## config.mk

```make
export PLATFORM = sky130hd
export DESIGN_NAME = ProcessorSC
export DESIGN_NICKNAME = d
export VERILOG_FILES = /design/src/logic/CorePkg.sv /design/src/logic/IsaPkg.sv /design/src/logic/CoreIfc.sv /design/src/logic/DatapathController.sv /design/src/logic/ExecuteUnit.sv /design/src/logic/FetchUnit.sv /design/src/logic/MemoryAccess.sv /design/src/logic/ProcessorSC.sv /design/src/logic/RegisterFile.sv
export VERILOG_INCLUDE_DIRS = /design/src /design/src/logic
export SDC_FILE = /design/constraint.sdc
export NUM_CORES = 2
export LEC_CHECK = 0
export BUFFER_PORTS_ARGS = -buffer_cell sky130_fd_sc_hd__buf_4
export CAP_MARGIN = 15
export CORE_ASPECT_RATIO = 1.2
export CORE_MARGIN = 10
export CORE_UTILIZATION = 58
export CTS_CLUSTER_DIAMETER = 200
export CTS_CLUSTER_SIZE = 14
export DETAILED_ROUTE_END_ITERATION = 7
export MAX_ROUTING_LAYER = met4
export PLACE_DENSITY_LB_ADDON = 0.08
export RECOVER_POWER = 50
export SLEW_MARGIN = 20
export SYNTH_ARGS = -nofsm -noshare
export SYNTH_HDL_FRONTEND = slang
export SYNTH_HIERARCHICAL = 1
export SYNTH_SLANG_ARGS = --single-unit
```

## constraint.sdc

```tcl
create_clock -name i_Clock -period 6.69 [get_ports i_Clock]
set_input_delay 0.669 -clock i_Clock [delete_from_list [all_inputs] [get_ports i_Clock]]
set_output_delay 0.669 -clock i_Clock [all_outputs]
set_load 0.01 [all_outputs]
```

## src/logic/core_consts.svh

```systemverilog
`ifndef CORE_CONSTS_SVH
`define CORE_CONSTS_SVH

// Datapath word width
`define CORE_DATA_WIDTH 32

// Byte address width, shared by program and data memory
`define CORE_ADDR_WIDTH 32

// Register number width
`define CORE_REG_IDX_WIDTH 5

// Architectural registers, x0 included
`define CORE_REG_COUNT 32

// First fetch address after reset
`define CORE_RESET_PC 32'h0000_0000

`endif

```

## src/logic/CorePkg.sv

```systemverilog
`include "core_consts.svh"

package CorePkg;

    // Data word, also the width of every ALU operand
    typedef logic [`CORE_DATA_WIDTH-1:0] Word;

    // Byte address for PC and data memory
    typedef logic [`CORE_ADDR_WIDTH-1:0] Addr;

    // Register number x0..x31
    typedef logic [`CORE_REG_IDX_WIDTH-1:0] RegIdx;

    // Raw instruction as fetched
    typedef logic [`CORE_DATA_WIDTH-1:0] Inst;

endpackage

```

## src/logic/IsaPkg.sv

```systemverilog
package IsaPkg;

    // Major opcodes, inst[6:0]
    typedef enum logic [6:0] {
        OPC_OP     = 7'b0110011,  // Register ALU ops
        OPC_OP_IMM = 7'b0010011,  // Immediate ALU ops
        OPC_LUI    = 7'b0110111,
        OPC_AUIPC  = 7'b0010111,
        OPC_LOAD   = 7'b0000011,
        OPC_STORE  = 7'b0100011,
        OPC_BRANCH = 7'b1100011,
        OPC_JAL    = 7'b1101111,
        OPC_JALR   = 7'b1100111
    } Opcode;

    // funct3 of OP and OP_IMM
    typedef enum logic [2:0] {
        F3_ADD_SUB = 3'b000, F3_SLL = 3'b001, F3_SLT = 3'b010, F3_SLTU = 3'b011,
        F3_XOR     = 3'b100, F3_SRL_SRA = 3'b101, F3_OR = 3'b110, F3_AND = 3'b111
    } AluFunct3;

    // funct3 of BRANCH; bit 1 marks the unsigned forms
    typedef enum logic [2:0] {
        BR_BEQ = 3'b000, BR_BNE = 3'b001, BR_BLT = 3'b100,
        BR_BGE = 3'b101, BR_BLTU = 3'b110, BR_BGEU = 3'b111
    } BranchCond;

    typedef enum logic [3:0] {
        ALU_ADD, ALU_SUB, ALU_AND, ALU_OR, ALU_XOR, ALU_SLL,
        ALU_SRL, ALU_SRA, ALU_SLT, ALU_SLTU, ALU_PASS_B
    } AluOp;

    typedef enum logic [1:0] {OPA_RS1, OPA_PC, OPA_ZERO} OperandASel;
    typedef enum logic [1:0] {OPB_RS2, OPB_IMM, OPB_FOUR} OperandBSel;
    typedef enum logic [1:0] {WB_ALU, WB_MEM, WB_PC_PLUS4} WbSel;
    typedef enum logic [1:0] {PCS_PLUS4, PCS_PC_OFFSET, PCS_RS1_OFFSET} PcSel;

endpackage

```

## src/logic/CoreIfc.sv

```systemverilog
// Decoded control and operands, one instruction per cycle
interface DecodeBus;
    IsaPkg::AluOp       aluOp;
    IsaPkg::OperandASel operandASel;
    IsaPkg::OperandBSel operandBSel;
    logic               regWrEnable;  // Register write-back
    IsaPkg::WbSel       wbSel;
    logic               memWrEnable;  // Data memory store
    IsaPkg::PcSel       pcSel;        // Branch already resolved
    logic               unsignedCmp;  // BLTU/BGEU compare
    CorePkg::Word       imm;          // Sign-extended immediate
    CorePkg::RegIdx     rs1;
    CorePkg::RegIdx     rs2;
    CorePkg::RegIdx     rd;

    modport ctrl (output aluOp, operandASel, operandBSel, regWrEnable, wbSel,
                  memWrEnable, pcSel, unsignedCmp, imm, rs1, rs2, rd);
    modport exec (input aluOp, operandASel, operandBSel, unsignedCmp, imm,
                  rs1, rs2, rd, regWrEnable);
    modport fetch (input pcSel, imm);
    modport mem (input memWrEnable, wbSel);
endinterface

// Register data, ALU result and compare flags
interface ExecBus;
    CorePkg::Word rs1Data;
    CorePkg::Word rs2Data;   // Also store data
    CorePkg::Word aluResult; // Also data memory address
    logic         isEq;      // rs1 == rs2
    logic         isLt;      // rs1 < rs2, signedness per unsignedCmp

    modport exec (output rs1Data, rs2Data, aluResult, isEq, isLt);
    modport fetch (input rs1Data);
    modport mem (input rs2Data, aluResult);
    modport ctrl (input isEq, isLt);
endinterface

```

## src/logic/DatapathController.sv

```systemverilog
module DatapathController (
    input  logic         i_arstN,   // Only to mask writes in reset
    input  CorePkg::Inst i_Inst,
    DecodeBus.ctrl       o_Dec,
    ExecBus.ctrl         i_Exec);   // Compare flags for branches

    IsaPkg::Opcode      opcode;
    logic [2:0]         funct3;
    logic               funct7b30;  // SUB and SRA select
    CorePkg::Word       immI, immS, immB, immU, immJ;
    IsaPkg::AluOp       aluOp;
    IsaPkg::OperandASel opASel;
    IsaPkg::OperandBSel opBSel;
    IsaPkg::WbSel       wbSel;
    IsaPkg::PcSel       basePcSel;  // Jumps only
    CorePkg::Word       imm;
    logic               regWr, memWr, isBranch, unsignedCmp, branchTaken;

    // ALU operation of OP / OP_IMM
    function automatic IsaPkg::AluOp aluOpFor(input logic [2:0] f3, input logic b30,
                                              input logic isReg);
        case (IsaPkg::AluFunct3'(f3))
            IsaPkg::F3_ADD_SUB: return (isReg && b30) ? IsaPkg::ALU_SUB : IsaPkg::ALU_ADD;
            IsaPkg::F3_SLL:     return IsaPkg::ALU_SLL;
            IsaPkg::F3_SLT:     return IsaPkg::ALU_SLT;
            IsaPkg::F3_SLTU:    return IsaPkg::ALU_SLTU;
            IsaPkg::F3_XOR:     return IsaPkg::ALU_XOR;
            IsaPkg::F3_SRL_SRA: return b30 ? IsaPkg::ALU_SRA : IsaPkg::ALU_SRL;
            IsaPkg::F3_OR:      return IsaPkg::ALU_OR;
            default:            return IsaPkg::ALU_AND;
        endcase
    endfunction

    assign opcode    = IsaPkg::Opcode'(i_Inst[6:0]);
    assign funct3    = i_Inst[14:12];
    assign funct7b30 = i_Inst[30];

    // Immediate formats, all sign-extended from bit 31
    assign immI = {{20{i_Inst[31]}}, i_Inst[31:20]};
    assign immS = {{20{i_Inst[31]}}, i_Inst[31:25], i_Inst[11:7]};
    assign immB = {{19{i_Inst[31]}}, i_Inst[31], i_Inst[7], i_Inst[30:25], i_Inst[11:8], 1'b0};
    assign immU = {i_Inst[31:12], 12'b0};
    assign immJ = {{11{i_Inst[31]}}, i_Inst[31], i_Inst[19:12], i_Inst[20], i_Inst[30:21], 1'b0};

    // Main decode; unknown opcodes fall through as no-op
    always_comb begin
        aluOp = IsaPkg::ALU_ADD;
        opASel = IsaPkg::OPA_RS1;
        opBSel = IsaPkg::OPB_IMM;
        wbSel = IsaPkg::WB_ALU;
        basePcSel = IsaPkg::PCS_PLUS4;
        imm = immI;
        regWr = 1'b0;
        memWr = 1'b0;
        isBranch = 1'b0;
        unsignedCmp = 1'b0;
        case (opcode)
            IsaPkg::OPC_OP: begin
                opBSel = IsaPkg::OPB_RS2;
                aluOp = aluOpFor(funct3, funct7b30, 1'b1);
                regWr = 1'b1;
            end
            IsaPkg::OPC_OP_IMM: begin
                aluOp = aluOpFor(funct3, funct7b30, 1'b0);  // imm[10] picks SRAI
                regWr = 1'b1;
            end
            IsaPkg::OPC_LUI: begin
                opASel = IsaPkg::OPA_ZERO;
                aluOp = IsaPkg::ALU_PASS_B;
                imm = immU;
                regWr = 1'b1;
            end
            IsaPkg::OPC_AUIPC: begin
                opASel = IsaPkg::OPA_PC;
                imm = immU;
                regWr = 1'b1;
            end
            IsaPkg::OPC_LOAD: begin
                regWr = (funct3 == 3'b010);  // LW only
                wbSel = IsaPkg::WB_MEM;
            end
            IsaPkg::OPC_STORE: begin
                imm = immS;
                memWr = (funct3 == 3'b010);  // SW only
            end
            IsaPkg::OPC_BRANCH: begin
                imm = immB;
                isBranch = 1'b1;
                unsignedCmp = funct3[1];
            end
            IsaPkg::OPC_JAL, IsaPkg::OPC_JALR: begin
                opASel = IsaPkg::OPA_PC;  // ALU sees PC+4 too
                opBSel = IsaPkg::OPB_FOUR;
                wbSel = IsaPkg::WB_PC_PLUS4;
                regWr = 1'b1;
                imm = (opcode == IsaPkg::OPC_JAL) ? immJ : immI;
                basePcSel = (opcode == IsaPkg::OPC_JAL) ? IsaPkg::PCS_PC_OFFSET
                                                        : IsaPkg::PCS_RS1_OFFSET;
            end
            default: ;
        endcase
    end

    // Branch resolution kept apart from decode
    always_comb begin
        case (IsaPkg::BranchCond'(funct3))
            IsaPkg::BR_BEQ:                  branchTaken = i_Exec.isEq;
            IsaPkg::BR_BNE:                  branchTaken = !i_Exec.isEq;
            IsaPkg::BR_BLT, IsaPkg::BR_BLTU: branchTaken = i_Exec.isLt;
            IsaPkg::BR_BGE, IsaPkg::BR_BGEU: branchTaken = !i_Exec.isLt;
            default:                         branchTaken = 1'b0;  // Reserved funct3
        endcase
    end

    assign o_Dec.pcSel = (isBranch && branchTaken) ? IsaPkg::PCS_PC_OFFSET : basePcSel;
    assign o_Dec.aluOp = aluOp;
    assign o_Dec.operandASel = opASel;
    assign o_Dec.operandBSel = opBSel;
    assign o_Dec.wbSel = wbSel;
    assign o_Dec.unsignedCmp = unsignedCmp;
    assign o_Dec.imm = imm;
    assign o_Dec.regWrEnable = regWr && i_arstN;  // No writes in reset
    assign o_Dec.memWrEnable = memWr && i_arstN;
    assign o_Dec.rs1 = i_Inst[19:15];
    assign o_Dec.rs2 = i_Inst[24:20];
    assign o_Dec.rd  = i_Inst[11:7];

endmodule

```

## src/logic/ExecuteUnit.sv

```systemverilog
module ExecuteUnit (
    input  logic         i_Clock,
    input  logic         i_arstN,
    DecodeBus.exec       i_Dec,
    ExecBus.exec         o_Exec,
    input  CorePkg::Addr i_Pc,
    input  CorePkg::Word i_WbData);  // From MemoryAccess

    CorePkg::Word rs1Data, rs2Data;
    CorePkg::Word operandA, operandB;
    CorePkg::Word aluResult;
    logic [4:0]   shamt;  // Low bits of B only

    RegisterFile
    regFile (
        .i_Clock    (i_Clock),
        .i_arstN    (i_arstN),
        .i_WrIdx    (i_Dec.rd),
        .i_RdIdxA   (i_Dec.rs1),
        .i_RdIdxB   (i_Dec.rs2),
        .i_WrData   (i_WbData),
        .i_WrEnable (i_Dec.regWrEnable),
        .o_RdDataA  (rs1Data),
        .o_RdDataB  (rs2Data));

    // Operand A
    always_comb begin
        case (i_Dec.operandASel)
            IsaPkg::OPA_RS1: operandA = rs1Data;
            IsaPkg::OPA_PC:  operandA = CorePkg::Word'(i_Pc);  // AUIPC, jumps
            default:         operandA = '0;
        endcase
    end

    // Operand B
    always_comb begin
        case (i_Dec.operandBSel)
            IsaPkg::OPB_RS2:  operandB = rs2Data;
            IsaPkg::OPB_IMM:  operandB = i_Dec.imm;
            IsaPkg::OPB_FOUR: operandB = CorePkg::Word'(4);
            default:          operandB = '0;
        endcase
    end

    assign shamt = operandB[4:0];

    // ALU
    always_comb begin
        case (i_Dec.aluOp)
            IsaPkg::ALU_SUB:    aluResult = operandA - operandB;
            IsaPkg::ALU_AND:    aluResult = operandA & operandB;
            IsaPkg::ALU_OR:     aluResult = operandA | operandB;
            IsaPkg::ALU_XOR:    aluResult = operandA ^ operandB;
            IsaPkg::ALU_SLL:    aluResult = operandA << shamt;
            IsaPkg::ALU_SRL:    aluResult = operandA >> shamt;
            IsaPkg::ALU_SRA:    aluResult = CorePkg::Word'($signed(operandA) >>> shamt);
            IsaPkg::ALU_SLT:    aluResult = CorePkg::Word'($signed(operandA) < $signed(operandB));
            IsaPkg::ALU_SLTU:   aluResult = CorePkg::Word'(operandA < operandB);
            IsaPkg::ALU_PASS_B: aluResult = operandB;  // LUI
            default:            aluResult = operandA + operandB;
        endcase
    end

    // Branch comparer, raw register values
    assign o_Exec.isEq = (rs1Data == rs2Data);
    assign o_Exec.isLt = i_Dec.unsignedCmp ? (rs1Data < rs2Data)
                                           : ($signed(rs1Data) < $signed(rs2Data));

    assign o_Exec.rs1Data   = rs1Data;
    assign o_Exec.rs2Data   = rs2Data;
    assign o_Exec.aluResult = aluResult;

endmodule

```

## src/logic/FetchUnit.sv

```systemverilog
`include "core_consts.svh"

module FetchUnit (
    input  logic         i_Clock,
    input  logic         i_arstN,
    DecodeBus.fetch      i_Dec,     // pcSel and branch/jump offset
    ExecBus.fetch        i_Exec,    // rs1 for JALR
    output CorePkg::Addr o_Pc,      // Also program memory address
    output CorePkg::Addr o_PcPlus4);

    CorePkg::Addr pc;          // Current PC
    CorePkg::Addr pcNext;      // Loaded at next edge
    CorePkg::Addr pcPlus4;     // Sequential
    CorePkg::Addr pcOffset;    // Branch and JAL target
    CorePkg::Addr rs1Offset;   // JALR target before bit 0 clear
    CorePkg::Addr offset;

    assign offset    = CorePkg::Addr'(i_Dec.imm);
    assign pcPlus4   = pc + CorePkg::Addr'(4);
    assign pcOffset  = pc + offset;
    assign rs1Offset = CorePkg::Addr'(i_Exec.rs1Data) + offset;

    // Next PC select
    always_comb begin
        unique case (i_Dec.pcSel)
            IsaPkg::PCS_PC_OFFSET:  pcNext = pcOffset;
            IsaPkg::PCS_RS1_OFFSET: pcNext = {rs1Offset[$bits(CorePkg::Addr)-1:1], 1'b0};
            default:                pcNext = pcPlus4;  // PCS_PLUS4 and no-ops
        endcase
    end

    // PC register, one update per instruction
    always_ff @(posedge i_Clock or negedge i_arstN) begin
        if (!i_arstN) begin
            pc <= `CORE_RESET_PC;
        end else begin
            pc <= pcNext;
        end
    end

    assign o_Pc      = pc;
    assign o_PcPlus4 = pcPlus4;

    // Targets from decoder offsets and register data must keep PC on a word
    pcAligned: assert property (
        @(posedge i_Clock) disable iff (!i_arstN)
        pc[1:0] == 2'b00)
        else $error("PC 0x%08h not word aligned", pc);

endmodule

```

## src/logic/MemoryAccess.sv

```systemverilog
module MemoryAccess (
    DecodeBus.mem        i_Dec,
    ExecBus.mem          i_Exec,
    input  CorePkg::Addr i_PcPlus4,      // Link value of JAL/JALR
    input  CorePkg::Word i_MemRdData,    // Combinational read data
    output CorePkg::Addr o_MemAddr,
    output logic         o_MemWrEnable,
    output CorePkg::Word o_MemWrData,
    output CorePkg::Word o_WbData);      // To register file

    // Data memory port
    assign o_MemAddr     = CorePkg::Addr'(i_Exec.aluResult);  // rs1 + offset
    assign o_MemWrEnable = i_Dec.memWrEnable;
    assign o_MemWrData   = i_Exec.rs2Data;

    // Write-back select
    always_comb begin
        case (i_Dec.wbSel)
            IsaPkg::WB_MEM:      o_WbData = i_MemRdData;
            IsaPkg::WB_PC_PLUS4: o_WbData = CorePkg::Word'(i_PcPlus4);
            default:             o_WbData = i_Exec.aluResult;
        endcase
    end

    // SW address comes from register data plus S immediate
    always_comb begin
        if (o_MemWrEnable) begin
            storeAligned: assert (o_MemAddr[1:0] == 2'b00)
                else $error("Store to unaligned address 0x%08h", o_MemAddr);
        end
    end

endmodule

```

## src/logic/ProcessorSC.sv

```systemverilog
module ProcessorSC (
    input  logic         i_Clock,
    input  logic         i_arstN,

    output CorePkg::Addr o_MemAddr,      // Data memory address
    output logic         o_MemWrEnable,  // Store strobe, sampled on edge
    output CorePkg::Word o_MemWrData,
    input  CorePkg::Word i_MemRdData,

    output CorePkg::Addr o_PgmAddr,      // Current PC
    input  CorePkg::Inst i_PgmInst);

    DecodeBus decBus ();
    ExecBus   exeBus ();

    CorePkg::Addr pcPlus4;
    CorePkg::Word wbData;  // Register write-back value

    FetchUnit
    fetch (
        .i_Clock   (i_Clock),
        .i_arstN   (i_arstN),
        .i_Dec     (decBus),
        .i_Exec    (exeBus),
        .o_Pc      (o_PgmAddr),
        .o_PcPlus4 (pcPlus4));

    DatapathController
    dpCtrl (
        .i_arstN (i_arstN),
        .i_Inst  (i_PgmInst),
        .o_Dec   (decBus),
        .i_Exec  (exeBus));

    ExecuteUnit
    execute (
        .i_Clock  (i_Clock),
        .i_arstN  (i_arstN),
        .i_Dec    (decBus),
        .o_Exec   (exeBus),
        .i_Pc     (o_PgmAddr),
        .i_WbData (wbData));

    MemoryAccess
    memAccess (
        .i_Dec         (decBus),
        .i_Exec        (exeBus),
        .i_PcPlus4     (pcPlus4),
        .i_MemRdData   (i_MemRdData),
        .o_MemAddr     (o_MemAddr),
        .o_MemWrEnable (o_MemWrEnable),
        .o_MemWrData   (o_MemWrData),
        .o_WbData      (wbData));

endmodule

```

## src/logic/RegisterFile.sv

```systemverilog
`include "core_consts.svh"

module RegisterFile (
    input  logic           i_Clock,
    input  logic           i_arstN,
    input  CorePkg::RegIdx i_WrIdx,
    input  CorePkg::RegIdx i_RdIdxA,
    input  CorePkg::RegIdx i_RdIdxB,
    input  CorePkg::Word   i_WrData,
    input  logic           i_WrEnable,
    output CorePkg::Word   o_RdDataA,
    output CorePkg::Word   o_RdDataB);

    CorePkg::Word regs [0:`CORE_REG_COUNT-1];  // x0 entry cleared in reset, never written

    // Write at the edge; index 0 dropped
    always_ff @(posedge i_Clock or negedge i_arstN) begin
        if (!i_arstN) begin
            for (int i = 0; i < `CORE_REG_COUNT; i++) begin
                regs[i] <= '0;
            end
        end else if (i_WrEnable && (i_WrIdx != '0)) begin
            regs[i_WrIdx] <= i_WrData;
        end
    end

    // Combinational reads
    assign o_RdDataA = regs[i_RdIdxA];
    assign o_RdDataB = regs[i_RdIdxB];

    // x0 stays zero even right after a write aimed at it
    x0ReadsZero: assert property (
        @(posedge i_Clock) disable iff (!i_arstN)
        ((i_RdIdxA == '0) |-> (o_RdDataA == '0)) and
        ((i_RdIdxB == '0) |-> (o_RdDataB == '0)))
        else $error("x0 read returned non-zero");

endmodule

```

==> results.cfg <==
[global_route]
grtUsageMet1_pct = 49.9
grt_max_degree = 87
grt_overall_usage_pct = 43.4
number_of_global_route_vias_before_repair = 65538
wire_length_of_the_first_global_routing_pass_um = 446000
globalRoute.busiestLayer = met2
grt_antenna_before_repair = 11
overflow = 0
grt_use_met3_pct = 8.22
globalRouteMet2Util_pct = 65.9

[timing]
achievable-frequency_ghz = 0.150
worst_pin_slew_ns = 3.10
setup_viol = 0
setup_repair_after_global_routing_missed_its_margin = true
worst_clock_skew_ns = 0.0502
layout_worst_path_cycle_share_pct = 99.8
whs_ns = 0.402
final_report_max_slew_violation_count = 778
slew-limit-headroom_pct = -107
hold_violations = 0
final.min_clock_period_ns = 6.67

[synth]
synth_enable_flop_cells = 0
synth_flop_cell = sky130_fd_sc_hd__dfrtp_1
synth_warnings = 6
post-synth-top-area-cell = sky130_fd_sc_hd__dfrtp_1
synth_area_mm2 = 0.0739
ys_top_cells_by_area = sky130_fd_sc_hd__dfrtp_1 (36%), sky130_fd_sc_hd__mux2i_1 (15%), sky130_fd_sc_hd__mux2_2 (15%), sky130_fd_sc_hd__ha_1 (3.3%), sky130_fd_sc_hd__a21oi_1 (2.8%)
distinct_cell_type_count_of_the_synthesized_netlist = 104
synthesis.area_per_instance_um2 = 10.2
synthesis.instances = 7230
yosys.area.top_type_share_pct = 35.7
post_synthesis_sequential_element_count = 1056
synth_sequential_area_ratio_pct = 35.7
async_reset_ff_share_pct = 100
synth_fp_nets = 7495

[floorplanning]
die_w_um = 346
rows = 143
floorplan.die.height_um = 411
floorplan.initialDensity_pct = 58.4
floorplan.core_area_mm2 = 0.127
fp.dieArea_mm2 = 0.142
io_pins = 163

[clock_network]
tritoncts = built
cts.sinks = 1056
cts.root.buffer_cell = sky130_fd_sc_hd__clkbuf_16
clockBufferDepth = 3
cts_made_buffers = 85
insertion_delay_ns = 0.72
clock_slew_at_reported_path_ffs_ns = 0.06
cts_max_level = 3

[setup_path]
rrSetupSlack_ns = 0.82
worstPathRequired_ns = 6.02
start_kind = input pin
critPathBufInv = 6
path_class = in -> out
critical_path.slowest_cell = sky130_fd_sc_hd__fa_1
cp_cell_sequence = buf_4 -> or3b_4 -> a21boi_0 -> o21ai_0 -> buf_4 -> mux2_4 -> nand2_4 -> inv_2 -> ha_1 -> fa_1 -> o21bai_2 -> a21boi_0 -> o41ai_1 -> buf_4 -> o21ai_1 -> o31ai_2 -> a21oi_1 -> a221o_1 -> o21ai_1 -> o2111ai_1 -> buf_4 -> buf_4
cp_data_arrival_time_ns = 6.00
timing.critical_path.to_type = output port
cpMostUsedCell = sky130_fd_sc_hd__buf_4
cpPeakStageDelay_ns = 0.44
cp_max_fo = 9
critical-path-top-delay-family = compound AO/OA/AOI/OAI gates

[place]
port-buffer-count = 162
place.detailed.hpwl_um = 222000
place.gp.congestion = 1.12

[job]
maxCapViolations = 12

[power]
standby_leakage_power_nw = 41.7
pwr_density_cell_mw_per_mm2 = 212
worst_ir_drop_vdd_uv = 251

[routing]
antenna_violating_nets_post_route = 0
dr_total_vias = 65599
drt_pass1_iterations = 6
number_of_drc_violations_after_detailed_routing = 0
drt_wl_total_um = 312000
drt_iter0_drc = 7227
route.detailed.wl_per_inst_um = 33.5
vias_per_cell = 7.04

[final_layout]
storage_element_area_mm2 = 0.0264
layout-drive-gt1-share_pct = 30.0
final_common_cell = sky130_fd_sc_hd__mux2i_1
synthToLayoutAreaGrowth_pct = 14.0
fillers = 9889
nNetsFinal = 7890
multi_input_area_mm2 = 0.0435
finalCoreUtilization_pct = 66.5
layout_common_cells = sky130_fd_sc_hd__mux2i_1 (1111), sky130_fd_sc_hd__dfrtp_1 (1056), sky130_fd_sc_hd__mux2_2 (973), sky130_fd_sc_hd__buf_4 (854), sky130_fd_sc_hd__a21oi_1 (411)

[outcome]
violations_in_the_final_reports = max-capacitance violations, max-slew violations
status = complete, but fails checks

[hold_path]
worst_hold_path_type = reg -> reg
-- synth_stat cells (146+ instances only) --
library cell,n
sky130_fd_sc_hd__a21oi_1,412
sky130_fd_sc_hd__a22oi_1,242
sky130_fd_sc_hd__buf_2,166
sky130_fd_sc_hd__buf_4,153
sky130_fd_sc_hd__clkbuf_1,321
sky130_fd_sc_hd__dfrtp_1,1056
sky130_fd_sc_hd__ha_1,195
sky130_fd_sc_hd__inv_1,156
sky130_fd_sc_hd__mux2_2,973
sky130_fd_sc_hd__mux2i_1,1126
sky130_fd_sc_hd__nand2_1,410
sky130_fd_sc_hd__nand3_1,253
sky130_fd_sc_hd__nor2_1,246
sky130_fd_sc_hd__o21ai_0,146
-- routing by layer --
layer	up-vias	routed length (um)
met3	1345	29600
met5	-	0
met1	32723	112000
met2	4084	138000
li1	27447	-
met4	0	32100
-- what timing repair did --
| item | CTS | global route |
|---|---|---|
| setup endpoints to repair | 9 | 18 |
| setup buffers | 0 | 10 |
| hold endpoints to repair | 24 | 0 |
| hold buffers | 1 | 0 |
| pin swaps | 0 | 8 |
| gates resized for setup | 21 | 77 |
| gates cloned | 1 | 3 |
-- power breakdown --
| group | leakage [nW] | switching [mW] | internal [mW] |
|---|---|---|---|
| registers | 14.7 | 0.349 | 6.62 |
| logic | 25.9 | 3.88 | 2.39 |
| clock network | 1.11 | 2.33 | 2.29 |
-- logic make-up after synthesis --
group,Yosys count,synth area share [%]
xor+xnor,88,1.04
simple gates,1270,8.29
flops,1056,35.7
compound gates,1575,14.5
buf+inv,897,6.19
mux,2145,30.9
fa+ha+maj,199,3.41
-- flip-flops by register name (all words and copies together) (netlist names) --
register,cells
execute/regFile/regs,1024
fetch/o_Pc,32
-- area by class of cell --
class	count	area share, %
Tap cell	1667	2.48
Inverter	164	0.731
Timing Repair Buffer	1041	11.1
Sequential cell	1056	31.4
Antenna cell	17	0.0505
Clock buffer	86	2.55
Multi-Input combinational cell	5277	51.6
Clock inverter	7	0.123
-- worst register-to-register path, delay by kind of cell (launching register included) --
family / cells / cell delay [ns]
buf+inv: 4 / 0.75
mux: 2 / 0.48
compound gates: 14 / 2.66
simple gates: 6 / 0.80
xor+xnor: 1 / 0.14
flops: 1 / 0.38
fa+ha+maj: 2 / 0.53
-- stage by stage --
stage	cells	setup slack [ns]	cell area (um^2)	setup TNS, ns	power, mW
floorplan	7230	0.358	73900	0	10.1
global route	9308	-0.0556	84200	-0.0951	18.4
finish	9315	0.0165	84300	0	17.9
global placement	9190	-0.203	81500	-7.90	13.0
detailed placement	9190	-0.316	81500	-28.25	13.1
CTS	9285	0.00491	83900	0	17.7
-- final timing paths --
path | start | endpoint | depth (start not counted)
max in group asynchronous | i_arstN | execute/regFile/regs[987]$_DFFE_PN0P_ | 5
worst min register to register | execute/regFile/regs[1011]$_DFFE_PN0P_ | execute/regFile/regs[1011]$_DFFE_PN0P_ | 0
worst min-delay path | execute/regFile/regs[1011]$_DFFE_PN0P_ | execute/regFile/regs[1011]$_DFFE_PN0P_ | 0
worst max register to register | execute/regFile/regs[928]$_DFFE_PN0P_ | fetch/o_Pc[30]$_DFF_PN0_ | 29
min in group asynchronous | i_arstN | execute/regFile/regs[965]$_DFFE_PN0P_ | 2
worst max-delay path | i_PgmInst[3] | o_MemAddr[18] | 22
Power figures use the tool's default switching activity.
